--- src/common/blackjack_consts.svh ---
// Segment codes are active low with bit 0 on segment a, and ranks ten to king share the "10" glyph
`ifndef BLACKJACK_CONSTS_SVH
`define BLACKJACK_CONSTS_SVH

// Card and hand sizes
`define BJ_RANK_W       4
`define BJ_SUM_W        6
`define BJ_HAND_MAX     5
`define BJ_IDX_W        3

// Table rules
`define BJ_BUST_LIMIT   21
`define BJ_HOUSE_STAND  17

// Card source, feedback from bits 15, 13, 12 and 10
`define BJ_SEED_W       6
`define BJ_LFSR_W       16
`define BJ_LFSR_TAPS    16'hB400

// Seven-segment glyphs, bit 6 is segment g
`define BJ_SEG_BLANK    7'b1111111
`define BJ_SEG_ACE      7'b0001000
`define BJ_SEG_2        7'b0100100
`define BJ_SEG_3        7'b0110000
`define BJ_SEG_4        7'b0011001
`define BJ_SEG_5        7'b0010010
`define BJ_SEG_6        7'b0000010
`define BJ_SEG_7        7'b1111000
`define BJ_SEG_8        7'b0000000
`define BJ_SEG_9        7'b0011000
`define BJ_SEG_TEN      7'b1000000
`define BJ_SEG_P        7'b0001100
`define BJ_SEG_H        7'b0001001
`endif
--- src/common/blackjack_pkg.sv ---
// Shared types only, and the constants header must be on the include path before this is compiled
`include "blackjack_consts.svh"

package blackjack_pkg;

    // Card rank
    // Zero marks an empty slot, 1 to 13 run from ace to king
    typedef logic [`BJ_RANK_W-1:0] rank_t;

    // Running hand total, five tens fit with room to spare
    typedef logic [`BJ_SUM_W-1:0] points_t;

    // Number of cards held in one hand
    typedef logic [`BJ_IDX_W-1:0] card_idx_t;

    // One seven-segment digit, active low
    typedef logic [6:0] seg_t;

    // Game result
    // OUT_NONE while a game is running or before the first one
    typedef enum logic [1:0] {
        OUT_NONE   = 2'b00,
        OUT_PLAYER = 2'b01,
        OUT_HOUSE  = 2'b10,
        OUT_DRAW   = 2'b11
    } outcome_t;

endpackage

--- src/rtl/blackjack_top.sv ---
// Buttons are active high and may be asynchronous, the seed is sampled only while rst is low
`timescale 1ns/1ps
`include "blackjack_consts.svh"

module blackjack_top (
    input  logic                                clk,
    input  logic                                rst,
    input  logic                                start,
    input  logic                                hit,
    input  logic                                stand,
    input  logic [`BJ_SEED_W-1:0]               seed,
    input  logic                                hand_select,
    output blackjack_pkg::outcome_t             outcome,
    output logic                                game_done,
    output logic                                player_turn,
    output blackjack_pkg::seg_t [`BJ_HAND_MAX:0] hand_digits
);
    import blackjack_pkg::*;

    // Card handshake
    logic card_req;
    logic card_valid;
    rank_t card_rank;

    // Sequencer to hand store
    logic to_house;
    logic clear_hands;

    // Hand state
    rank_t [`BJ_HAND_MAX-1:0] player_cards;
    rank_t [`BJ_HAND_MAX-1:0] house_cards;
    card_idx_t player_count;
    card_idx_t house_count;
    points_t player_points;
    points_t house_points;

    card_dealer u_dealer (
        .clk        (clk),
        .rst        (rst),
        .seed       (seed),
        .card_req   (card_req),
        .card_valid (card_valid),
        .card_rank  (card_rank)
    );

    hand_tracker u_hands (
        .clk           (clk),
        .rst           (rst),
        .clear_hands   (clear_hands),
        .card_valid    (card_valid),
        .card_rank     (card_rank),
        .to_house      (to_house),
        .player_cards  (player_cards),
        .house_cards   (house_cards),
        .player_count  (player_count),
        .house_count   (house_count),
        .player_points (player_points),
        .house_points  (house_points)
    );

    game_fsm u_fsm (
        .clk           (clk),
        .rst           (rst),
        .start         (start),
        .hit           (hit),
        .stand         (stand),
        .card_req      (card_req),
        .to_house      (to_house),
        .clear_hands   (clear_hands),
        .player_points (player_points),
        .house_points  (house_points),
        .player_count  (player_count),
        .house_count   (house_count),
        .player_turn   (player_turn),
        .game_done     (game_done),
        .outcome       (outcome)
    );

    hand_display u_display (
        .hand_select  (hand_select),
        .player_cards (player_cards),
        .house_cards  (house_cards),
        .hand_digits  (hand_digits)
    );

endmodule

--- src/display/hand_display.sv ---
// Purely combinational, so digits follow the hand registers and the select switch directly
`timescale 1ns/1ps
`include "blackjack_consts.svh"

module hand_display (
    input  logic                                     hand_select,
    input  blackjack_pkg::rank_t [`BJ_HAND_MAX-1:0]  player_cards,
    input  blackjack_pkg::rank_t [`BJ_HAND_MAX-1:0]  house_cards,
    output blackjack_pkg::seg_t  [`BJ_HAND_MAX:0]    hand_digits
);
    import blackjack_pkg::*;

    rank_t [`BJ_HAND_MAX-1:0] shown;

    // Rank to glyph, ten through king all show as 10
    function automatic seg_t rank_to_seg(input rank_t rank);
        case (rank)
            4'd1:  return `BJ_SEG_ACE;
            4'd2:  return `BJ_SEG_2;
            4'd3:  return `BJ_SEG_3;
            4'd4:  return `BJ_SEG_4;
            4'd5:  return `BJ_SEG_5;
            4'd6:  return `BJ_SEG_6;
            4'd7:  return `BJ_SEG_7;
            4'd8:  return `BJ_SEG_8;
            4'd9:  return `BJ_SEG_9;
            4'd10, 4'd11, 4'd12, 4'd13: return `BJ_SEG_TEN;
            default: return `BJ_SEG_BLANK;
        endcase
    endfunction

    // Low selects the player
    assign shown = hand_select ? house_cards : player_cards;

    always_comb begin
        // Digit 0 is the first card dealt
        for (int i = 0; i < `BJ_HAND_MAX; i++) begin
            hand_digits[i] = rank_to_seg(shown[i]);
        end
        // Top digit names the hand
        hand_digits[`BJ_HAND_MAX] = hand_select ? `BJ_SEG_H : `BJ_SEG_P;
    end

endmodule

--- src/game/game_fsm.sv ---
// Each draw takes three cycles, and hit or stand count only as rising edges during player_turn
`timescale 1ns/1ps
`include "blackjack_consts.svh"

module game_fsm (
    input  logic                       clk,
    input  logic                       rst,
    input  logic                       start,
    input  logic                       hit,
    input  logic                       stand,
    output logic                       card_req,
    output logic                       to_house,
    output logic                       clear_hands,
    input  blackjack_pkg::points_t     player_points,
    input  blackjack_pkg::points_t     house_points,
    input  blackjack_pkg::card_idx_t   player_count,
    input  blackjack_pkg::card_idx_t   house_count,
    output logic                       player_turn,
    output logic                       game_done,
    output blackjack_pkg::outcome_t    outcome
);
    import blackjack_pkg::*;

    // Draw path is REQ, WAIT while the card is valid, then CHECK on the new totals
    typedef enum logic [2:0] {
        ST_IDLE,
        ST_CLEAR,
        ST_REQ,
        ST_WAIT,
        ST_CHECK,
        ST_PLAYER,
        ST_DONE
    } table_state_t;

    table_state_t state;
    // Button vectors ordered start, hit, stand
    logic [2:0] btn_meta;
    logic [2:0] btn_sync;
    logic [2:0] btn_prev;
    logic [2:0] btn_rise;
    logic dealing;
    logic [1:0] deal_cnt;
    logic player_bust;
    logic player_stands;
    logic house_draws;
    outcome_t final_result;

    assign btn_rise = btn_sync & ~btn_prev;

    assign card_req    = (state == ST_REQ);
    assign clear_hands = (state == ST_CLEAR);
    assign player_turn = (state == ST_PLAYER);
    assign game_done   = (state == ST_DONE);

    // Player checks after each hit
    assign player_bust   = (player_points > points_t'(`BJ_BUST_LIMIT));
    assign player_stands = (player_points == points_t'(`BJ_BUST_LIMIT))
                        || (player_count == card_idx_t'(`BJ_HAND_MAX));
    // House keeps drawing under 17 until the hand is full
    assign house_draws   = (house_points < points_t'(`BJ_HOUSE_STAND))
                        && (house_count < card_idx_t'(`BJ_HAND_MAX));

    // Winner once the house is done
    always_comb begin
        if (house_points > points_t'(`BJ_BUST_LIMIT)) begin
            final_result = OUT_PLAYER;
        end else if (player_points > house_points) begin
            final_result = OUT_PLAYER;
        end else if (house_points > player_points) begin
            final_result = OUT_HOUSE;
        end else begin
            final_result = OUT_DRAW;
        end
    end

    always_ff @(posedge clk or negedge rst) begin
        if (!rst) begin
            btn_meta <= '0;
            btn_sync <= '0;
            btn_prev <= '0;
            state    <= ST_IDLE;
            dealing  <= 1'b0;
            deal_cnt <= '0;
            to_house <= 1'b0;
            outcome  <= OUT_NONE;
        end else begin
            // Two-flop synchronizer, third stage for edge detect
            btn_meta <= {start, hit, stand};
            btn_sync <= btn_meta;
            btn_prev <= btn_sync;
            case (state)
                ST_IDLE, ST_DONE: begin
                    if (btn_rise[2]) begin
                        outcome <= OUT_NONE;
                        state   <= ST_CLEAR;
                    end
                end
                ST_CLEAR: begin
                    dealing  <= 1'b1;
                    deal_cnt <= '0;
                    to_house <= 1'b0;
                    state    <= ST_REQ;
                end
                ST_REQ: state <= ST_WAIT;
                ST_WAIT: state <= ST_CHECK;
                ST_CHECK: begin
                    if (dealing) begin
                        // Deal alternates P, H, P, H
                        if (deal_cnt == 2'd3) begin
                            dealing  <= 1'b0;
                            to_house <= 1'b0;
                            state    <= ST_PLAYER;
                        end else begin
                            deal_cnt <= deal_cnt + 1'b1;
                            to_house <= ~to_house;
                            state    <= ST_REQ;
                        end
                    end else if (!to_house) begin
                        if (player_bust) begin
                            // House wins without drawing
                            outcome <= OUT_HOUSE;
                            state   <= ST_DONE;
                        end else if (player_stands) begin
                            // Stay in CHECK, house decides next cycle
                            to_house <= 1'b1;
                        end else begin
                            state <= ST_PLAYER;
                        end
                    end else if (house_draws) begin
                        state <= ST_REQ;
                    end else begin
                        outcome <= final_result;
                        state   <= ST_DONE;
                    end
                end
                ST_PLAYER: begin
                    // Hit wins over a simultaneous stand
                    if (btn_rise[1]) begin
                        state <= ST_REQ;
                    end else if (btn_rise[0]) begin
                        to_house <= 1'b1;
                        state    <= ST_CHECK;
                    end
                end
                default: state <= ST_IDLE;
            endcase
        end
    end

    a_outcome_hold: assert property (@(posedge clk) disable iff (!rst)
        game_done ##1 game_done |-> $stable(outcome))
        else $error("outcome changed while game_done was high");

endmodule

--- src/game/hand_tracker.sv ---
// A card offered to a full hand is dropped, and face cards score 10 with ace always 1
`timescale 1ns/1ps
`include "blackjack_consts.svh"

module hand_tracker (
    input  logic                                      clk,
    input  logic                                      rst,
    input  logic                                      clear_hands,
    input  logic                                      card_valid,
    input  blackjack_pkg::rank_t                      card_rank,
    input  logic                                      to_house,
    output blackjack_pkg::rank_t [`BJ_HAND_MAX-1:0]   player_cards,
    output blackjack_pkg::rank_t [`BJ_HAND_MAX-1:0]   house_cards,
    output blackjack_pkg::card_idx_t                  player_count,
    output blackjack_pkg::card_idx_t                  house_count,
    output blackjack_pkg::points_t                    player_points,
    output blackjack_pkg::points_t                    house_points
);
    import blackjack_pkg::*;

    // Entry 0 is the player, entry 1 the house
    rank_t [`BJ_HAND_MAX-1:0] cards [2];
    card_idx_t count [2];
    points_t points [2];
    points_t card_value;
    logic hand_full;

    // J, Q and K all score as ten
    assign card_value = (card_rank > rank_t'(10)) ? points_t'(10) : points_t'(card_rank);
    assign hand_full  = (count[to_house] >= card_idx_t'(`BJ_HAND_MAX));

    // Empty slots hold zero so the display blanks them
    always_ff @(posedge clk or negedge rst) begin
        if (!rst) begin
            for (int h = 0; h < 2; h++) begin
                cards[h]  <= '0;
                count[h]  <= '0;
                points[h] <= '0;
            end
        end else if (clear_hands) begin
            for (int h = 0; h < 2; h++) begin
                cards[h]  <= '0;
                count[h]  <= '0;
                points[h] <= '0;
            end
        end else if (card_valid && !hand_full) begin
            cards[to_house][count[to_house]] <= card_rank;
            count[to_house]  <= count[to_house] + 1'b1;
            points[to_house] <= points[to_house] + card_value;
        end
    end

    assign player_cards  = cards[0];
    assign house_cards   = cards[1];
    assign player_count  = count[0];
    assign house_count   = count[1];
    assign player_points = points[0];
    assign house_points  = points[1];

    a_count_limit: assert property (@(posedge clk) disable iff (!rst)
        (count[0] <= card_idx_t'(`BJ_HAND_MAX)) && (count[1] <= card_idx_t'(`BJ_HAND_MAX)))
        else $error("hand count above the five-card limit");

endmodule

--- src/deck/card_dealer.sv ---
// Cards are drawn with replacement from an LFSR, so a rank can repeat more than four times
`timescale 1ns/1ps
`include "blackjack_consts.svh"

module card_dealer (
    input  logic                   clk,
    input  logic                   rst,
    input  logic [`BJ_SEED_W-1:0]  seed,
    input  logic                   card_req,
    output logic                   card_valid,
    output blackjack_pkg::rank_t   card_rank
);
    import blackjack_pkg::*;

    localparam rank_t RANK_COUNT = rank_t'(13);

    logic [`BJ_LFSR_W-1:0] lfsr;
    logic [`BJ_LFSR_W-1:0] lfsr_next;
    logic seeded;
    rank_t low_bits;
    rank_t rank_index;

    // Shift left, new bit 0 is the parity of the tapped bits
    assign lfsr_next = {lfsr[`BJ_LFSR_W-2:0], ^(lfsr & `BJ_LFSR_TAPS)};

    // Low nibble folded into 0..12, then shifted to ace..king
    assign low_bits   = lfsr[`BJ_RANK_W-1:0];
    assign rank_index = (low_bits >= RANK_COUNT) ? low_bits - RANK_COUNT : low_bits;
    assign card_rank  = rank_index + rank_t'(1);

    // Handshake and seed flag
    always_ff @(posedge clk or negedge rst) begin
        if (!rst) begin
            card_valid <= 1'b0;
            seeded     <= 1'b0;
        end else begin
            card_valid <= card_req;
            seeded     <= 1'b1;
        end
    end

    // Seed reloads on every clock while seeded is low, so through all of reset
    // Upper bits forced to ones keep the register away from the all-zero lockup
    always_ff @(posedge clk) begin
        if (!seeded) begin
            lfsr <= {{(`BJ_LFSR_W-`BJ_SEED_W){1'b1}}, seed};
        end else if (card_req) begin
            lfsr <= lfsr_next;
        end
    end

    // Sequencer waits out each card before asking again
    a_valid_single: assert property (@(posedge clk) disable iff (!rst)
        card_valid |=> !card_valid)
        else $error("card_valid high in back-to-back cycles");

endmodule

--- config.mk ---
export PLATFORM = sky130hd
export DESIGN_NAME = blackjack_top
export DESIGN_NICKNAME = d
export VERILOG_FILES = /design/src/common/blackjack_pkg.sv /design/src/rtl/blackjack_top.sv /design/src/display/hand_display.sv /design/src/game/game_fsm.sv /design/src/game/hand_tracker.sv /design/src/deck/card_dealer.sv
export VERILOG_INCLUDE_DIRS = /design/src /design/src/common
export SDC_FILE = /design/constraint.sdc
export NUM_CORES = 1
export LEC_CHECK = 0
export BUFFER_PORTS_ARGS = -buffer_cell sky130_fd_sc_hd__buf_2
export CAP_MARGIN = 30
export CORE_MARGIN = 2
export CORE_UTILIZATION = 37
export CTS_CLUSTER_DIAMETER = 80
export DETAILED_ROUTE_END_ITERATION = 12
export MAX_ROUTING_LAYER = met4
export PLACE_DENSITY = 0.59
export SYNTH_ARGS = -nofsm -noshare
export SYNTH_HDL_FRONTEND = slang
export SYNTH_SLANG_ARGS = --single-unit
--- constraint.sdc ---
create_clock -name clk -period 3.7 [get_ports clk]
set_input_delay 0.37 -clock clk [delete_from_list [all_inputs] [get_ports clk]]
set_output_delay 0.37 -clock clk [all_outputs]
set_load 0.01 [all_outputs]
# Word level (Yosys, flattened, before mapping)
# Memories as Yosys holds them, arrays and structs flattened.
# Index checks and enable logic that the tools add are counted.
dict set report word_totals {
  mem_bits_ro 560
  memories 5
  out_inout_bits 46
  in_bits 12
  elab_cells 152
  register_bits 94
}
# name words width rd rd_clocked_by_memory_dff wr line
set memory_table {}
lappend memory_table {{(name not given)} 16 7 1 0 0 hand_display.sv:17} ;# case (rank)
lappend memory_table {{(name not given)} 16 7 1 0 0 hand_display.sv:17}
lappend memory_table {{(name not given)} 16 7 1 0 0 hand_display.sv:17}
lappend memory_table {{(name not given)} 16 7 1 0 0 hand_display.sv:17}
lappend memory_table {{(name not given)} 16 7 1 0 0 hand_display.sv:17}
dict set report classes {
  muxes 62
  n_eq_ne 20
  n_reduce_logical 17
  magnitude_cmp 13
  addsub 5
  bitwise_logic 4
}
# op count
set op_table {}
lappend op_table {{$mux W40} 2}
lappend op_table {{$mux W6} 8}
lappend op_table {{$mux W3} 14}
lappend op_table {{$bwmux W40} 1}
lappend op_table {{$mux W20} 2}
lappend op_table {{$mux W12} 2}
lappend op_table {{$demux W20 S1} 1}
lappend op_table {{$mux W2} 9}
lappend op_table {{$pmux W3 S6} 1}
lappend op_table {{$reduce_xor A16 Y1} 1}
lappend op_table {{$bwmux W12} 1}
lappend op_table {{$demux W4 S3} 1}
lappend op_table {{$eq A3 B3 Y1 const B} 4}
lappend op_table {{$gt A6 B5 Y1 const B} 2}
lappend op_table {{$gt A6 B6 Y1} 2}
lappend op_table {{$mux W4} 3}
lappend op_table {{$mux W1} 10}
lappend op_table {{$reduce_and A3 Y1} 3}
lappend op_table {{$ne A2 B1 Y1 const B} 4}
lappend op_table {{$pmux W2 S2} 2}
lappend op_table {{$add A6 B6 Y6} 1}
lappend op_table {{$bwmux W6} 1}
lappend op_table {{$demux W6 S1} 1}
lappend op_table {{$eq A3 B2 Y1 const B} 2}
lappend op_table {{35 further kinds} 43}

# Longest topological paths before layout
# Gate-level depths: netlist of the first run.
dict set report logic_depth {
  word_depth 13
  mapped_depth 19
  mapped_depth_nobuf 19
}

# Cells and area by module
# From an unflattened synthesis of the first run, not the netlist that was laid out.
dict set report hier_totals {
  hier_cells 643
  area_unflattened_um2 6167.2
}
# mod area_per_inst_um2 cells_each seq_area_each_um2 instances
set modules_own_cells {}
lappend modules_own_cells {hand_tracker 2877.8 252 1451.4 1}
lappend modules_own_cells {hand_display 1341.3 195 0.0 1}
lappend modules_own_cells {game_fsm 1098.6 121 450.4 1}
lappend modules_own_cells {card_dealer 849.6 75 430.4 1}

# Worst setup path before layout of the first run
# Ideal clock, no wire load.
dict set report synth_path {
  path_type {reg-to-reg}
  from {register u_dealer.lfsr[0]}
  to {register u_hands.points (netlist bit u_hands.player_points[4])}
  stages_incl_launch_ff 19
  t_required_ps 3606
  setup_ps 94
  path_slack_ps 370
  arrival_ps 3236
  n_path_buf 0
  period_less_slack_ps 3330
  path_cell_list {edfxtp_1 > inv_1 > ha_1 > nor2b_4 > nor2_1 > xnor2_1 > inv_1 > ha_1 > xor2_1 > o21ai_0 > a41oi_1 > ha_1 > inv_1 > fa_1 > inv_1 > a21o_1 > a21oi_1 > xnor2_1 > a211oi_1}
}
dict set report synth_via {
  elab_chain_cells 9
  word_cells_on_any_way 10
  classes_between {3 x add/sub; 2 x order compare; 5 x mux}
}
# element line
set synth_rtl {}
lappend synth_rtl {{start: declaration} card_dealer.sv:17} ;# logic [`BJ_LFSR_W-1:0] lfsr;
lappend synth_rtl {{start signal: assignment} card_dealer.sv:46} ;# lfsr <= {{(`BJ_LFSR_W-`BJ_SEED_W){1'b1}}, seed};
lappend synth_rtl {{start signal: assignment} card_dealer.sv:48} ;# lfsr <= lfsr_next;
lappend synth_rtl {{$sub A4 B4 Y4 / $ge A4 B4 Y1 (equally long branches)} card_dealer.sv:28} ;# assign rank_index = (low_bits >= RANK_COUNT) ? low_bits - RANK_COUNT : low_bits;
lappend synth_rtl {{$mux W4 (*)} card_dealer.sv:28}
lappend synth_rtl {{$add A4 B1 Y4 (*)} card_dealer.sv:29} ;# assign card_rank = rank_index + rank_t'(1);
lappend synth_rtl {{$gt A4 B4 Y1} hand_tracker.sv:29} ;# assign card_value = (card_rank > rank_t'(10)) ? points_t'(10) : points_t'(card_rank);
lappend synth_rtl {{$mux W4 (*)} hand_tracker.sv:29}
lappend synth_rtl {{$add A6 B6 Y6 (*)} hand_tracker.sv:49} ;# points[to_house] <= points[to_house] + card_value;
lappend synth_rtl {{$bwmux W12 (*)} hand_tracker.sv:49}
lappend synth_rtl {{$mux W12 (*)} hand_tracker.sv:46} ;# end else if (card_valid && !hand_full) begin
lappend synth_rtl {{$mux W12 (*)} hand_tracker.sv:40} ;# end else if (clear_hands) begin
lappend synth_rtl {{end signal: indexed assignment} hand_tracker.sv:49}
lappend synth_rtl {{end: declaration} hand_tracker.sv:24} ;# points_t points [2];
# Mark *: on every way between the ends. The rest lies on a longest branch, timed or not. The select of a mux whose other input is x is not followed.
# A chain may end at the register's enable or synchronous reset.

# Worst setup path after layout of the first run
dict set report layout_path {
  from {register u_dealer.lfsr[0]}
  to {register u_hands.points (netlist bit u_hands.house_points[4])}
}
# The elaborated chain is that of the path after synthesis.

==> out/results.ini, run 1 <==
[sta]
slew_violations=0
tightest_slew_ns=0.907
setup_viol=0
finalHoldViolCount=0
fin_skew_ns=0.00537
slew_headroom=0.395
finalCritPeriodShare=0.928
fin_crit_ns=3.43
setup_ws_ns=0.267
fmax_mhz=291

[synthesis]
synth_top_area_frac=0.320
ys_seq_elements=94
syn-cell-area_um2=6110
avgSynthCellArea_um2=8.93
ys_types=68
synth.largest_area_cell=dfrtp_1
ys_top_cells_by_area=dfrtp_1 32%, ha_1 7.6%, nand2_1 6.7%
yosysSeqAreaShare=0.382
synth_edf_count=6
ys.flop_type=dfrtp_1
yosys_warnings=0
syn_inst=684
async_reset_ff_frac=0.830

[die]
row_count=46
die_y_um=132
die_x_um=132
start_util=0.382
die-area_um2=17600
core_area_um2=16000
pin_count=58

[worst_setup_path]
rr_worst_depth=19
crit_start=u_dealer.lfsr[0]
r2r-end=u_hands.house_points[4]
end_kind=register
worstSetupStartpointType=register
ff2ff_setup_slack_ns=0.27
critical_path_class=reg -> reg
required_ns=3.90
r2r_start=u_dealer.lfsr[0]
crit_arrival_ns=3.64
crit_path_max_fanout=6
cp-endpoint=u_hands.house_points[4]

[cts]
cts_tree=done
cts_root_buffer=clkbuf_16
clk_pin_slew_worst_paths_ns=0.06
cts_made_buffers=9
cts.path.max_buffers=2
cts-htree-levels=3
cts.sinks=94
clkLatencyLatePin_ns=0.34

[power]
clock_power_share=0.174
ir_worst_vdd_mv=0.460
combPwrFrac=0.535
pwr-share-seq=0.290
total_power_mw=5.59
swShare=0.433
switching_power_mw=2.42
intPower_mw=3.17
power.leakage_nw=3.16
pwr_density_cell_nw_per_um2=808

[place]
dpl.hpwl_um=9520
dp_slack_ns=0.168
gp_congestion=0.908
place_area_um2=6520
portBuffers=52

[global_route]
grt_pass1_wl_um=22800
antenna_found_initial=0
grt_usage=0.162
overflow=0
grt_max_degree=79
grt_pass1_vias=4707

[cells_and_area]
area_delta_synth_final_pct=13.3
multi_input_area_um2=3500
nFillCells=1579
diodes=0
seqCellArea_um2=2330
drive_above_1_share=0.172
fin_nets=779
postLayoutCellArea_um2=6920

[min_path]
holdCritPathClass=in -> reg
hp-start=stand

[drt]
initialDrtViolationCount=260
vias_per_cell=5.18
drtAntennaViolNets=0
remaining_drc_errors=0
routedWlPerCell_um=14.1
wirelength_um=13400
firstDrtPassIters=4
vias=4919

[flow_run]
maxCapViolCount=0

[outcome]
status=finished, final reports clean

cell usage in the layout, fill, tap and decap left out, types with 3 or more instances in the layout:
master,instances
nand3_1,23
conb_1,6
edfxtp_1,6
a221oi_1,4
a21oi_1,51
mux2i_1,24
mux2_2,16
nand2_1,109
nor2_1,60
a211oi_1,24
a31oi_1,4
nor2b_1,7
mux2i_4,5
o21a_1,5
and2_1,9
and3_1,4
mux2i_2,5
nor3_1,11
buf_4,13
inv_1,28
and3b_1,3
o21ai_0,31
clkbuf_16,9
nor3b_1,3
dfrtp_1,78
o22ai_1,6
o31ai_1,5
dfxtp_1,10
xnor2_1,7
o21ai_1,4
nand2b_1,9
buf_2,51
a21o_1,15
ha_1,36
cell type report:
| cell class | instances | share of cell area |
|---|---|---|
| multi-input cells | 528 | 0.506 |
| flip-flops and latches | 94 | 0.337 |
| repair buffers | 66 | 0.0564 |
| well taps | 216 | 0.0391 |
| clock buffers | 10 | 0.0331 |
| inverters | 30 | 0.0163 |
| clock inverters | 6 | 0.0125 |
logic make-up after synthesis:
family	after synthesis	share of synthesized area
and+or+nand+nor	261	0.203
DFF	94	0.382
xor gates and xnor gates	10	0.0143
buffers and inverters	66	0.0531
muxes	50	0.0985
AOI/OAI and AO/OA	163	0.169
other	2	0.00123
adders and majority gates	38	0.0791
power by group through the flow:
| stage | logic, mW | registers [mW] | clock network (mW) |
|---|---|---|---|
| final | 2.99 | 1.62 | 0.974 |
| after floorplan | 2.24 | 1.52 | 0 |
| after detailed placement | 2.93 | 1.64 | 0 |
| after global routing | 3.34 | 1.67 | 1.05 |
| after CTS | 2.95 | 1.62 | 1.01 |
| after global placement | 2.83 | 1.62 | 0 |
Yosys cell counts, drive strengths merged, types with 2 or more instances:
library cell,n
nand2,109
and2,9
a31oi,4
o211ai,2
a221oi,4
a211oi,25
o21a,5
o21ai,35
edfxtp,6
nand3b,2
a21oi,51
nor2,62
nor2b,9
o22ai,6
and3b,3
a211o,2
xor2,2
ha,37
mux2,16
inv,30
nor4,3
nand3,24
clkbuf,13
dfrtp,78
xnor2,8
o31ai,6
a21o,15
dfxtp,10
or3,3
nor3b,4
mux2i,34
and3,4
buf,23
nand2b,9
conb,2
nor3,13
registers in the layout (all words and copies together), names as in the netlist:
name,flops
u_dealer.seeded,1
u_fsm.btn_meta,3
u_fsm.outcome,2
u_hands.player_cards,20
u_hands.house_cards,20
u_fsm.to_house,1
u_fsm.btn_sync,3
u_dealer.card_valid,1
u_hands.house_points,6
u_fsm.state,3
u_hands.house_count,3
u_fsm.dealing,1
u_hands.player_points,6
u_fsm.btn_prev,3
u_hands.player_count,3
u_fsm.deal_cnt,2
u_dealer.lfsr,16
worst max-delay path, stage by stage (launching register included):
cell and delay [ns]:
edfxtp_1 0.50, inv_1 0.10, ha_1 0.20, nor2b_4 0.22
nor2_4 0.07, nor2_1 0.09, a21o_1 0.11, inv_1 0.05
ha_1 0.19, xor2_1 0.17, o21ai_0 0.11, a41oi_1 0.21
ha_2 0.23, inv_1 0.06, fa_1 0.39, inv_1 0.07
a21o_1 0.10, a21oi_1 0.07, xnor2_1 0.25, a211oi_1 0.11
metal layers:
metal  GRT usage  part of all wire  vias to the layer above
li1            -                 -                     2475
met1       0.201              0.46                     2329
met2       0.268              0.50                      102
met3      0.0299             0.035                       13
met4      0.0496             0.012                        0
met5           -                 0                        -
how the worst min path moves through the flow:
stage	end	slack [ns]	cells after the start
global route	u_fsm.btn_meta[0]	0.11	1
floorplan	u_dealer.card_valid	0.07	0
global placement	u_fsm.btn_sync[0]	0.34	0
CTS	u_fsm.btn_meta[0]	0.11	1
detailed placement	u_fsm.btn_sync[0]	0.34	0
finish	u_fsm.btn_meta[0]	0.13	1
stage by stage:
step	instances	hold slack, ns	setup TNS, ns	util
2_1_floorplan	688	0.0744	0	-
3_3_place_gp	929	0.335	0	0.407
3_5_place_dp	929	0.339	0	0.407
4_1_cts	945	0.111	0	0.427
5_1_grt	950	0.109	-0.0460	0.432
6_report	950	0.130	0	0.432
timing repair:
action,CTS,global route
hold buffers,0,1
setup buffers,0,3
gates resized for setup,0,5
hold endpoints to repair,0,29
setup endpoints to repair,0,2
(Power assumes the default switching activity.)
==> inputs of run 2 (changes only) <==
==> constraint.sdc (replaced) <==
create_clock -name clk -period 3.7 [get_ports clk]
set_input_delay 0.74 -clock clk [delete_from_list [all_inputs] [get_ports clk]]
set_output_delay 0.74 -clock clk [all_outputs]
set_load 0.01 [all_outputs]
==> out/results.ini, run 2 (synthesis gave the netlist of run 1 again) <==
[outcome]
status=finished, final reports clean

[min_path]
worstHoldPathCells=0
holdCritPathClass=reg -> reg

[power]
swShare=0.437
intPower_mw=3.11
clock_power_share=0.162
ir_worst_vdd_mv=0.426
switching_power_mw=2.42
pwr-share-seq=0.290
power.leakage_nw=3.15
pwr_density_cell_nw_per_um2=802
combPwrFrac=0.548

[cts]
clk_pin_slew_worst_paths_ns=0.06
cts.path.max_buffers=2
cts_made_buffers=9
cts.sinks=94
clkLatencyLatePin_ns=0.34
cts_tree=done
cts-htree-levels=3
cts_root_buffer=clkbuf_16
hold_buffers=0

[global_route]
grt_pass1_wl_um=23100
grt_use_met2=0.278
grt_pass1_vias=4791
grt_max_degree=41
antenna_found_initial=0
gr-usage-met1=0.199
top_usage_layer=met2
grt_use_met3=0.0291
grt_usage=0.163
overflow=0

[sta]
fmax_mhz=292
finalHoldViolCount=0
fin_crit_ns=3.42
slew_violations=0
finalCritPeriodShare=0.924
tightest_slew_ns=0.916
fin_skew_ns=0.00550
setup_viol=0
timing.hold.ws_ns=0.349
slew_headroom=0.389

[drt]
firstDrtPassIters=6
vias=4996
vias_per_cell=5.24
remaining_drc_errors=0
drtAntennaViolNets=0
routedWlPerCell_um=14.4
wirelength_um=13700
initialDrtViolationCount=245

[die]
pin_count=58
die-area_um2=17600
row_count=46
start_util=0.382
core_area_um2=16000
die_x_um=132
die_y_um=132

[cells_and_area]
postLayoutCellArea_um2=6890
layout_commonest_cell=nand2_1
fin_cells=953
fin_nets=782
drive_above_1_share=0.168
layout_common_cells=109 x nand2_1, 78 x dfrtp_1, 61 x nor2_1
diodes=0
area_delta_synth_final_pct=12.8

[place]
dpl.hpwl_um=9940
place_area_um2=6580
gp_congestion=0.857
place_inst=933
portBuffers=52

[worst_setup_path]
crit_arrival_ns=3.67
crit_path_max_fanout=4
required_ns=3.95
rr_worst_depth=18
worstSetupStartpointType=register
end_kind=register
critical_path_class=reg -> reg

[flow_run]
maxCapViolCount=0

run 2: metal layers:
metal / routed length, um / up-vias
met1: 6090 / 2403
met5: 0 / -
li1: - / 2471
met2: 7040 / 112
met3: 491 / 10
met4: 91 / 0
run 2: power groups by stage:
stage               Combinational, mW  Clock (mW)  Sequential [mW]
global placement                 2.88           0             1.62
global route                     3.40       0.965             1.65
CTS                              3.00       0.925             1.61
floorplan                        2.24           0             1.52
finish                           3.03       0.895             1.61
detailed placement               2.98           0             1.63
run 2: worst paths after layout:
check | start | to | slack [ns]
setup / recovery | u_dealer.lfsr[0] | u_hands.house_points[4] | 0.28
hold / removal | u_fsm.btn_meta[2] | u_fsm.btn_sync[2] | 0.35
setup reg to reg | u_dealer.lfsr[0] | u_hands.house_points[4] | 0.28
hold reg to reg | u_fsm.btn_meta[2] | u_fsm.btn_sync[2] | 0.35
max in group asynchronous | rst | u_hands.player_cards[19] | 2.72
min in group asynchronous | rst | u_fsm.btn_meta[0] | 0.38
run 2: layout make-up:
| class | instances | area, um2 |
|---|---|---|
| Fill cell | 1622 | 9110 |
| Multi-Input combinational cell | 528 | 3480 |
| Sequential cell | 94 | 2330 |
| Timing Repair Buffer | 69 | 415 |
| Tap cell | 216 | 270 |
| Clock buffer | 11 | 233 |
| Inverter | 30 | 113 |
| Clock inverter | 5 | 50.0 |
run 2: timing repair:
item	in CTS	in global routing
gates resized for setup	0	2
endpoints found under the hold margin	0	0
endpoints found under the setup margin	0	6
buffers inserted	0	4
run 2: critical path: stages, from the launching register on:
cell      delay (ns)
edfxtp_1        0.41
buf_4           0.17
ha_1            0.23
nor2b_4         0.15
nor2_1          0.09
xnor2_1         0.21
inv_1           0.11
ha_1            0.20
xor2_1          0.17
o21ai_1         0.09
a41oi_1         0.21
ha_2            0.23
inv_1           0.05
fa_1            0.39
inv_1           0.07
a21o_1          0.10
a21oi_1         0.07
xnor2_1         0.15
a211oi_1        0.23
run 2: per-stage QoR:
| stage | utilization | TNS [ns] | setup WS, ns | power, mW |
|---|---|---|---|---|
| 2_1_floorplan | - | 0 | 0.370 | 3.76 |
| 4_1_cts | 0.429 | 0 | 0.161 | 5.54 |
| 3_3_place_gp | 0.410 | 0 | 0.330 | 4.50 |
| 3_5_place_dp | 0.411 | 0 | 0.186 | 4.62 |
| 6_report | 0.431 | 0 | 0.280 | 5.53 |
| 5_1_grt | 0.431 | -0.0388 | -0.0220 | 6.01 |
